==> config.mk <==
export PLATFORM = sky130hd
export DESIGN_NAME = apuSquare
export DESIGN_NICKNAME = d
export VERILOG_FILES = /design/src/logic/apuPkg.sv /design/src/logic/frameSequencer.sv /design/src/logic/squareChannel.sv /design/src/logic/pulseMixer.sv /design/src/logic/apuSquare.sv
export SDC_FILE = /design/constraint.sdc
export NUM_CORES = 1
export LEC_CHECK = 0
export ABC_AREA = 1
export BUFFER_PORTS_ARGS = -buffer_cell sky130_fd_sc_hd__clkbuf_2
export CAP_MARGIN = 20
export CORE_UTILIZATION = 35
export CTS_CLUSTER_DIAMETER = 30
export CTS_CLUSTER_SIZE = 14
export DETAILED_ROUTE_END_ITERATION = 8
export SYNTH_ARGS = -nofsm -noshare
export SYNTH_HDL_FRONTEND = slang
export SYNTH_HIERARCHICAL = 1
export SYNTH_SLANG_ARGS = --single-unit
==> constraint.sdc <==
create_clock -name clk -period 4.4 [get_ports clk]
set_clock_uncertainty 0.05 [all_clocks]
set_input_delay 0.44 -clock clk [delete_from_list [all_inputs] [get_ports clk]]
set_output_delay 0.44 -clock clk [all_outputs]
set_load 0.01 [all_outputs]
==> src/logic/apuPkg.sv <==
// ----------------------------------------------------------
// Pulse APU shared widths, register map, tables and the
// control byte union
// ----------------------------------------------------------
`default_nettype none

package apuPkg;

  // ----------------------------------------------------------
  // Widths
  localparam int AddrWidth   = 5;
  localparam int DataWidth   = 8;
  localparam int VolumeWidth = 4;
  localparam int PeriodWidth = 11;
  localparam int SampleWidth = 16;
  localparam int NumSquares  = 2;

  // Control register map, channel registers sit at 00h..07h
  localparam logic [AddrWidth-1:0] RegStatus = 5'h15;  // Enable write, status read
  localparam logic [AddrWidth-1:0] RegFrame  = 5'h17;  // Frame counter mode

  // Length load values, indexed by din[7:3] of a register 3 write
  localparam logic [7:0] lengthTable [32] = '{
    8'd10,  8'd254, 8'd20,  8'd2,   8'd40,  8'd4,   8'd80,  8'd6,
    8'd160, 8'd8,   8'd60,  8'd10,  8'd14,  8'd12,  8'd26,  8'd14,
    8'd12,  8'd16,  8'd24,  8'd18,  8'd48,  8'd20,  8'd96,  8'd22,
    8'd192, 8'd24,  8'd72,  8'd26,  8'd16,  8'd28,  8'd32,  8'd30
  };

  // Nonlinear pulse DAC curve over the summed level 0..30
  localparam logic [SampleWidth-1:0] pulseMixTable [31] = '{
    16'd0,     16'd760,   16'd1503,  16'd2228,  16'd2936,  16'd3627,  16'd4303,  16'd4963,
    16'd5609,  16'd6240,  16'd6858,  16'd7462,  16'd8053,  16'd8631,  16'd9198,  16'd9752,
    16'd10296, 16'd10828, 16'd11349, 16'd11860, 16'd12361, 16'd12852, 16'd13334, 16'd13807,
    16'd14270, 16'd14725, 16'd15171, 16'd15609, 16'd16039, 16'd16461, 16'd16876
  };

  // ----------------------------------------------------------
  // One data byte, decoded as register 0 or register 1
  typedef union packed {
    struct packed {
      logic [1:0] duty;       // Duty select
      logic       loopHalt;   // Envelope loop and length halt share a bit
      logic       constVol;   // Constant volume instead of envelope
      logic [3:0] volume;     // Level or envelope divider period
    } dutyEnvView;
    struct packed {
      logic       enable;
      logic [2:0] period;     // Sweep divider period
      logic       negate;
      logic [2:0] shift;
    } sweepView;
  } squareCtrlU;

endpackage

`default_nettype wire

==> src/logic/frameSequencer.sv <==
// ----------------------------------------------------------
// Frame sequencer: quarter/half frame ticks, timer tick and
// the frame interrupt flag in four- and five-step modes
// ----------------------------------------------------------
`timescale 1ns/1ns
`default_nettype none

module frameSequencer #(
  parameter int StepCycles = 7457        // ce cycles per sequencer step
) (
  input  logic clk,
  input  logic reset,
  input  logic ce,
  input  logic frameWrite,               // Write strobe at the frame register
  input  logic statusRead,               // Status read, clears the flag
  input  logic modeIn,                   // 1 selects the five-step mode
  input  logic inhibitIn,                // Interrupt inhibit
  output logic quarterFrame,
  output logic halfFrame,
  output logic timerTick,
  output logic frameFlag,
  output logic frameIrq
);

  localparam int CountWidth = $clog2(StepCycles);

  logic [CountWidth-1:0] cycleCount;     // ce cycles within the step
  logic [2:0]            stepIdx;        // 0..3, or 0..4 in mode 1
  logic                  mode;
  logic                  inhibit;
  logic                  stepEnd;

  assign stepEnd  = (cycleCount == CountWidth'(StepCycles - 1));
  assign frameIrq = frameFlag & ~inhibit;

  // ----------------------------------------------------------
  // Step schedule
  always_ff @(posedge clk) begin
    if (reset) begin
      cycleCount   <= '0;
      stepIdx      <= 3'd0;
      mode         <= 1'b0;
      inhibit      <= 1'b0;
      frameFlag    <= 1'b0;
      quarterFrame <= 1'b0;
      halfFrame    <= 1'b0;
      timerTick    <= 1'b0;
    end else if (ce) begin
      quarterFrame <= 1'b0;                 // Pulses last one ce cycle
      halfFrame    <= 1'b0;
      timerTick    <= ~timerTick;           // Every second ce cycle
      cycleCount   <= cycleCount + 1'b1;
      if (statusRead)
        frameFlag <= 1'b0;                  // A set below still wins
      if (stepEnd) begin
        cycleCount <= '0;
        stepIdx    <= stepIdx + 3'd1;
        case (stepIdx)
          3'd0, 3'd2: quarterFrame <= 1'b1;
          3'd1: begin
            quarterFrame <= 1'b1;
            halfFrame    <= 1'b1;
          end
          3'd3: begin
            if (!mode) begin                // Last step of mode 0
              quarterFrame <= 1'b1;
              halfFrame    <= 1'b1;
              stepIdx      <= 3'd0;
              if (!inhibit)
                frameFlag <= 1'b1;
            end
          end
          default: begin                    // Step 4, mode 1 only
            quarterFrame <= 1'b1;
            halfFrame    <= 1'b1;
            stepIdx      <= 3'd0;
          end
        endcase
      end
      // Frame register write restarts the count
      if (frameWrite) begin
        mode         <= modeIn;
        inhibit      <= inhibitIn;
        cycleCount   <= '0;
        stepIdx      <= 3'd0;
        quarterFrame <= modeIn;             // Immediate clocks in mode 1
        halfFrame    <= modeIn;
        if (inhibitIn)
          frameFlag <= 1'b0;
      end
    end
  end

  // Half-frame clocks always come with a quarter-frame clock
  halfWithQuarter: assert property (@(posedge clk) disable iff (reset)
    halfFrame |-> quarterFrame);

endmodule

`default_nettype wire

==> src/logic/squareChannel.sv <==
// ----------------------------------------------------------
// Pulse channel: registers, timer, duty sequencer, envelope,
// sweep and length counter
// ----------------------------------------------------------
`timescale 1ns/1ns
`default_nettype none

module squareChannel #(
  parameter int ChannelIndex = 0           // 0 ones' complement negate, 1 two's
) (
  input  logic                           clk,
  input  logic                           reset,
  input  logic                           ce,
  input  logic                           write,        // Strobe for this channel
  input  logic [1:0]                     regSel,
  input  logic [apuPkg::DataWidth-1:0]   din,
  input  logic                           enable,
  input  logic                           quarterFrame,
  input  logic                           halfFrame,
  input  logic                           timerTick,
  output logic [apuPkg::VolumeWidth-1:0] level,
  output logic                           active
);
  import apuPkg::*;

  squareCtrlU ctrl;                        // Write data in both views

  logic [1:0]             duty;
  logic                   loopHalt;        // Envelope loop, length halt
  logic                   constVol;
  logic [VolumeWidth-1:0] volume;
  logic                   sweepEn;
  logic                   sweepNegate;
  logic                   sweepReload;     // Reload divider on next half frame
  logic [2:0]             sweepPeriod;
  logic [2:0]             sweepShift;
  logic [2:0]             sweepDivider;
  logic [PeriodWidth-1:0] period;
  logic [PeriodWidth-1:0] timer;
  logic [2:0]             seqPos;          // Duty step, counts down
  logic [7:0]             lenCnt;
  logic                   envStart;
  logic [VolumeWidth-1:0] envelope;
  logic [VolumeWidth-1:0] envDivider;

  logic [PeriodWidth-1:0] shifted;
  logic [PeriodWidth-1:0] sweepRhs;
  logic [PeriodWidth:0]   sweepTarget;     // Extra bit flags overflow
  logic                   sweepMute;
  logic                   dutyHigh;

  assign ctrl        = din;
  assign shifted     = period >> sweepShift;
  assign sweepRhs    = sweepNegate ? ~shifted + PeriodWidth'(ChannelIndex) : shifted;
  assign sweepTarget = {1'b0, period} + {1'b0, sweepRhs};
  assign sweepMute   = (period < PeriodWidth'(8)) || (!sweepNegate && sweepTarget[PeriodWidth]);

  // ----------------------------------------------------------
  // Output level
  always_comb begin
    case (duty)
      2'd0:    dutyHigh = (seqPos == 3'd7);  // 12.5 %
      2'd1:    dutyHigh = (seqPos >= 3'd6);  // 25 %
      2'd2:    dutyHigh = (seqPos >= 3'd4);  // 50 %
      default: dutyHigh = (seqPos < 3'd6);   // 25 % inverted
    endcase
  end

  assign active = (lenCnt != 8'd0);
  assign level  = (!active || sweepMute || !dutyHigh) ? '0 : (constVol ? volume : envelope);

  always_ff @(posedge clk) begin
    if (reset) begin
      duty         <= 2'd0;
      loopHalt     <= 1'b0;
      constVol     <= 1'b0;
      volume       <= '0;
      sweepEn      <= 1'b0;
      sweepNegate  <= 1'b0;
      sweepReload  <= 1'b0;
      sweepPeriod  <= 3'd0;
      sweepShift   <= 3'd0;
      sweepDivider <= 3'd0;
      period       <= '0;
      timer        <= '0;
      seqPos       <= 3'd0;
      lenCnt       <= 8'd0;
      envStart     <= 1'b0;
      envelope     <= '0;
      envDivider   <= '0;
    end else if (ce) begin
      // Period timer steps the duty sequence
      if (timerTick) begin
        if (timer == '0) begin
          timer  <= period;
          seqPos <= seqPos - 3'd1;
        end else
          timer <= timer - 1'b1;
      end
      // Envelope on quarter frames
      if (quarterFrame) begin
        if (envStart) begin
          envStart   <= 1'b0;
          envelope   <= '1;
          envDivider <= volume;
        end else if (envDivider == '0) begin
          envDivider <= volume;
          if (envelope != '0)
            envelope <= envelope - 1'b1;
          else if (loopHalt)
            envelope <= '1;                 // Loop back to 15
        end else
          envDivider <= envDivider - 1'b1;
      end
      // Length and sweep on half frames
      if (halfFrame) begin
        if (active && !loopHalt)
          lenCnt <= lenCnt - 8'd1;
        if (sweepDivider == 3'd0 || sweepReload) begin
          sweepDivider <= sweepPeriod;
          if (sweepDivider == 3'd0 && sweepEn && sweepShift != 3'd0 && !sweepMute)
            period <= sweepTarget[PeriodWidth-1:0];
        end else
          sweepDivider <= sweepDivider - 3'd1;
        sweepReload <= 1'b0;
      end

      // ----------------------------------------------------------
      // Register writes override the clocked updates
      if (write) begin
        case (regSel)
          2'd0: begin
            duty     <= ctrl.dutyEnvView.duty;
            loopHalt <= ctrl.dutyEnvView.loopHalt;
            constVol <= ctrl.dutyEnvView.constVol;
            volume   <= ctrl.dutyEnvView.volume;
          end
          2'd1: begin
            sweepEn     <= ctrl.sweepView.enable;
            sweepPeriod <= ctrl.sweepView.period;
            sweepNegate <= ctrl.sweepView.negate;
            sweepShift  <= ctrl.sweepView.shift;
            sweepReload <= 1'b1;
          end
          2'd2: period[7:0] <= din;         // Low period byte
          default: begin
            period[PeriodWidth-1:8] <= din[2:0];
            lenCnt   <= lengthTable[din[7:3]];
            envStart <= 1'b1;               // Envelope restarts at 15
            seqPos   <= 3'd0;
          end
        endcase
      end
      if (!enable)
        lenCnt <= 8'd0;                     // Disabled channel stays silent
    end
  end

  levelNeedsLength: assert property (@(posedge clk) disable iff (reset)
    (level != '0) |-> active);

endmodule

`default_nettype wire

==> src/logic/pulseMixer.sv <==
// ----------------------------------------------------------
// Nonlinear pulse mixer, registered table lookup of the
// summed channel levels
// ----------------------------------------------------------
`timescale 1ns/1ns
`default_nettype none

module pulseMixer (
  input  logic                           clk,
  input  logic                           reset,
  input  logic [apuPkg::VolumeWidth-1:0] level0,
  input  logic [apuPkg::VolumeWidth-1:0] level1,
  output logic [apuPkg::SampleWidth-1:0] sample
);
  import apuPkg::*;

  logic [VolumeWidth:0] levelSum;          // 0..30

  assign levelSum = {1'b0, level0} + {1'b0, level1};

  // ----------------------------------------------------------
  // One clock of latency from level to sample
  always_ff @(posedge clk) begin
    if (reset)
      sample <= '0;
    else
      sample <= pulseMixTable[levelSum];
  end

  // Table covers sums up to 30 only
  sumInTable: assert property (@(posedge clk) disable iff (reset)
    levelSum <= 5'd30);

endmodule

`default_nettype wire

==> src/logic/apuSquare.sv <==
// ----------------------------------------------------------
// Two-channel pulse APU top: register decode, enable and
// status, frame sequencer, channels and mixer
// ----------------------------------------------------------
`timescale 1ns/1ns
`default_nettype none

module apuSquare #(
  parameter int StepCycles = 7457          // ce cycles per frame step
) (
  input  logic                           clk,
  input  logic                           reset,
  input  logic                           ce,
  input  logic                           write,
  input  logic                           read,
  input  logic [apuPkg::AddrWidth-1:0]   addr,
  input  logic [apuPkg::DataWidth-1:0]   din,
  output logic [apuPkg::DataWidth-1:0]   dout,
  output logic [apuPkg::SampleWidth-1:0] sample,
  output logic                           irq
);
  import apuPkg::*;

  logic [NumSquares-1:0]  enableReg;       // Channel enables
  logic [NumSquares-1:0]  chanWrite;
  logic [NumSquares-1:0]  active;          // Length counter nonzero
  logic [VolumeWidth-1:0] level [NumSquares];
  logic                   quarterFrame;
  logic                   halfFrame;
  logic                   timerTick;
  logic                   frameFlag;
  logic                   frameWrite;
  logic                   statusRead;

  assign frameWrite = write && (addr == RegFrame);
  assign statusRead = read && (addr == RegStatus);

  always_ff @(posedge clk) begin
    if (reset)
      enableReg <= '0;
    else if (ce && write && addr == RegStatus)
      enableReg <= din[NumSquares-1:0];
  end

  frameSequencer #(.StepCycles(StepCycles)) frameSeq (
    .clk(clk), .reset(reset), .ce(ce),
    .frameWrite(frameWrite), .statusRead(statusRead),
    .modeIn(din[7]), .inhibitIn(din[6]),          // Mode and inhibit bits
    .quarterFrame(quarterFrame), .halfFrame(halfFrame), .timerTick(timerTick),
    .frameFlag(frameFlag), .frameIrq(irq)
  );

  // ----------------------------------------------------------
  // Pulse channels, four registers each from address 00h
  for (genvar i = 0; i < NumSquares; i++) begin : gSquare
    assign chanWrite[i] = write && (addr[4:2] == 3'(i));
    squareChannel #(.ChannelIndex(i)) square (
      .clk(clk), .reset(reset), .ce(ce), .write(chanWrite[i]),
      .regSel(addr[1:0]), .din(din), .enable(enableReg[i]),
      .quarterFrame(quarterFrame), .halfFrame(halfFrame), .timerTick(timerTick),
      .level(level[i]), .active(active[i])
    );
  end

  pulseMixer mixer (
    .clk(clk), .reset(reset),
    .level0(level[0]), .level1(level[1]),
    .sample(sample)
  );

  // Status readback, same cycle
  always_comb begin
    dout = '0;
    if (statusRead) begin
      dout[6]              = frameFlag;
      dout[NumSquares-1:0] = active;
    end
  end

endmodule

`default_nettype wire

==> flow_summary.toml <==
[layout]
antenna_cells = 0
fill_cells = 3725
drive_gt1_frac = 0.197
layout_commonest_cell = "nand2_1"
final_area_um2 = 15400
fin_cells = 2619
final_cell_mix = "nand2_1, inv_1, a21oi_1"
area_growth_pct = 19.8
final_nets = 2241

[synth]
synth_ff_type = "dfxtp_1"
synth_edf_count = 0
synth_cell_types = 62
async_flop_share = 0
yosysWarnings = 6
avgSynthCellArea_um2 = 6.42
synth_cells = 2001
syn-cell-area_um2 = 12800
synth-seq-cells = 163
synth_seq_area_share = 0.254

[sta]
finalHoldViolCount = 0
grt_setup_unrepaired = "yes"
fin_crit_ps = 4650
period_share = 1.06
hold_slack_ps = 356
worstMarginPinSlew_ps = 1020
fin_tns_setup_ps = -2850
max_freq_ghz = 0.215
max_slew_margin = 0.320
finalSetupViolCount = 15
finalWorstSetupSlack_ps = -254
drv_slew = 0

[die]
start_util = 0.359
pin_count = 43
die_y_um = 194
dieArea_um2 = 37500
die_x_um = 194
fp.coreArea_um2 = 35800
core.rowCount = 69

[pwr]
fin_total_pwr_uw = 3480
swShare = 0.298
combinationalPowerShare = 0.142
internal_power_uw = 2440
seq_power_share = 0.440
clkPwrFrac = 0.418
p_per_area_nw_per_um2 = 226
p_switching_uw = 1040
leakage_uw = 0.00716
ir_worst_vdd_mv = 0.217

[grt]
grt_overflow = 0
grt_antenna_before_repair = 0
grt_max_degree = 61
track_usage = 0.198
grt_pass1_vias = 12468
grt_first_pass_wirelength_um = 61400

[clock_tree]
cts_buffers = 17
postCtsHoldBufs = 0
clock-sinks = 163
insertion_delay_ps = 430
htree_levels = 4
clkTransAtPathRegs_ps = 70
cts_tree = "built"
clockBufferDepth = 2
cts_root_buf = "clkbuf_16"

[critical_path]
startpoint = "gSquare[1].square/sweepShift[0]"
cpMostUsedCell = "nand2_1"
cp_slowest_cell = "fa_2"
critPathCaptureType = "register"
startpoint_type = "register"
regToRegEndpoint = "mixer/sample[5]"
critPathCapture = "mixer/sample[5]"
cp.arrival_ps = 4960
reg2reg_from = "gSquare[1].square/sweepShift[0]"
worst-path-max-fanout = 6
cp.required_ps = 4710
cp_slowest_stage_delay_ps = 670
crit_type = "reg2reg"
reg2reg_setup_slack_ps = -250
reg2reg_depth = 32

[hold_path]
worstHoldStart = "reset"
hold_path.class = "in2reg"

[placed_design]
place_inst = 2573
io_buffers = 36
gp_congestion = 0.882
hpwl_um = 27700
postPlaceCellArea_um2 = 14300

[route]
via_per_inst = 5.07
wl_per_cell_um = 14.2
first_pass_iters = 6
drc_errors = 0
drt_wl_total_um = 37100
vias = 13277
first_iter_violations = 787
ant_nets = 0

[status]
outcome = "complete, but fails checks"
violations = "negative setup slack"

[flow_run]
cap_violations = 0
-- state kept, by name (all words and copies together), names as in the netlist, 3 cells and up --
signal	cells
gSquare.square/envDivider	8
gSquare.square/volume	8
gSquare.square/sweepDivider	6
gSquare.square/envelope	8
gSquare.square/sweepPeriod	6
mixer/sample	15
gSquare.square/seqPos	6
gSquare.square/sweepShift	6
gSquare.square/duty	4
frameSeq/cycleCount	13
gSquare.square/timer	22
gSquare.square/period	22
frameSeq/stepIdx	3
gSquare.square/lenCnt	16
-- what timing repair did --
item                       CTS  global route
setup endpoints to repair   15            15
resized for setup           38            45
pin swaps                   20            32
gates cloned                 1             2
setup buffers                7             4
-- layout make-up --
type / count / area (um^2) / share of cell area
inverters: 272 / 1040 / 0.0674
multi-input cells: 1495 / 8470 / 0.551
well taps: 461 / 577 / 0.0375
clock inverters: 12 / 95.1 / 0.00618
repair buffers: 196 / 1480 / 0.0958
clock buffers: 20 / 467 / 0.0303
flip-flops and latches: 163 / 3270 / 0.212
-- critical path: cells and delay by family (launching register included) --
family	cells	cell delay [ps]
fa+ha+maj	4	1330
xor+xnor	1	150
simple gates	16	1470
compound gates	6	770
flops	1	390
buf+inv	5	390
-- how the worst min path moves through the flow --
| stage | to | slack, ps | cells past startpoint |
|---|---|---|---|
| 6_report | mixer/sample[10] | 360 | 2 |
| 3_3_place_gp | gSquare[0].square/timer[0] | 410 | 2 |
| 5_1_grt | enableReg[1] | 360 | 5 |
| 4_1_cts | enableReg[1] | 350 | 5 |
| 3_5_place_dp | gSquare[0].square/timer[10] | 410 | 2 |
| 2_1_floorplan | gSquare[1].square/timer[10] | 390 | 2 |
-- Yosys cell counts (all sizes together), types with 4 or more instances --
cell type / number / share of area
a21oi: 191 / 0.078
a31oi: 12 / 0.0070
buf: 46 / 0.026
clkbuf: 29 / 0.0093
clkinv: 6 / 0.0019
dfxtp: 163 / 0.25
ha: 75 / 0.073
inv: 266 / 0.078
mux2i: 4 / 0.0041
nand2: 538 / 0.17
nand3: 143 / 0.062
nand4: 40 / 0.022
nor2: 172 / 0.056
nor3: 30 / 0.017
o211ai: 28 / 0.016
o21ai: 159 / 0.064
o21bai: 5 / 0.0032
o221ai: 5 / 0.0034
or2: 8 / 0.0039
xnor2: 11 / 0.0075
xor2: 43 / 0.029
-- power by group through the flow --
| stage | registers (uW) | clock network, uW | logic (uW) |
|---|---|---|---|
| final | 1530 | 1450 | 492 |
| after CTS | 1530 | 1490 | 485 |
| after global placement | 1560 | 0 | 472 |
| after global routing | 1530 | 1550 | 551 |
| after detailed placement | 1560 | 0 | 479 |
| after floorplan | 1560 | 0 | 357 |
-- kinds of logic (layout without fill, tap and decap cells) --
family | after synthesis | in the layout | share of synthesized area
multiplexers | 4 | 4 | 0.00409
adder cells (fa/ha/maj) | 78 | 78 | 0.0777
other | 2 | 6 | 0.000585
AO/OA/AOI/OAI | 413 | 413 | 0.180
buffers and inverters | 347 | 500 | 0.115
flip-flops | 163 | 163 | 0.254
XOR/XNOR | 54 | 54 | 0.0368
AND/OR/NAND/NOR | 940 | 940 | 0.332
-- layer usage --
layer,vias up,GRT usage,part of all wire
li1,6796,-,-
met1,6156,0.254,0.47
met2,281,0.346,0.48
met3,44,0.0227,0.037
met4,0,0.0578,0.017
met5,-,0,0
-- stage by stage --
stage,worst slack [ps],utilization
after floorplan,23.1,-
after global placement,-362,0.400
after detailed placement,-443,0.400
after CTS,-209,0.423
after global routing,-542,0.430
final,-254,0.430
No activity file was read; power rests on OpenSTA's default activity.
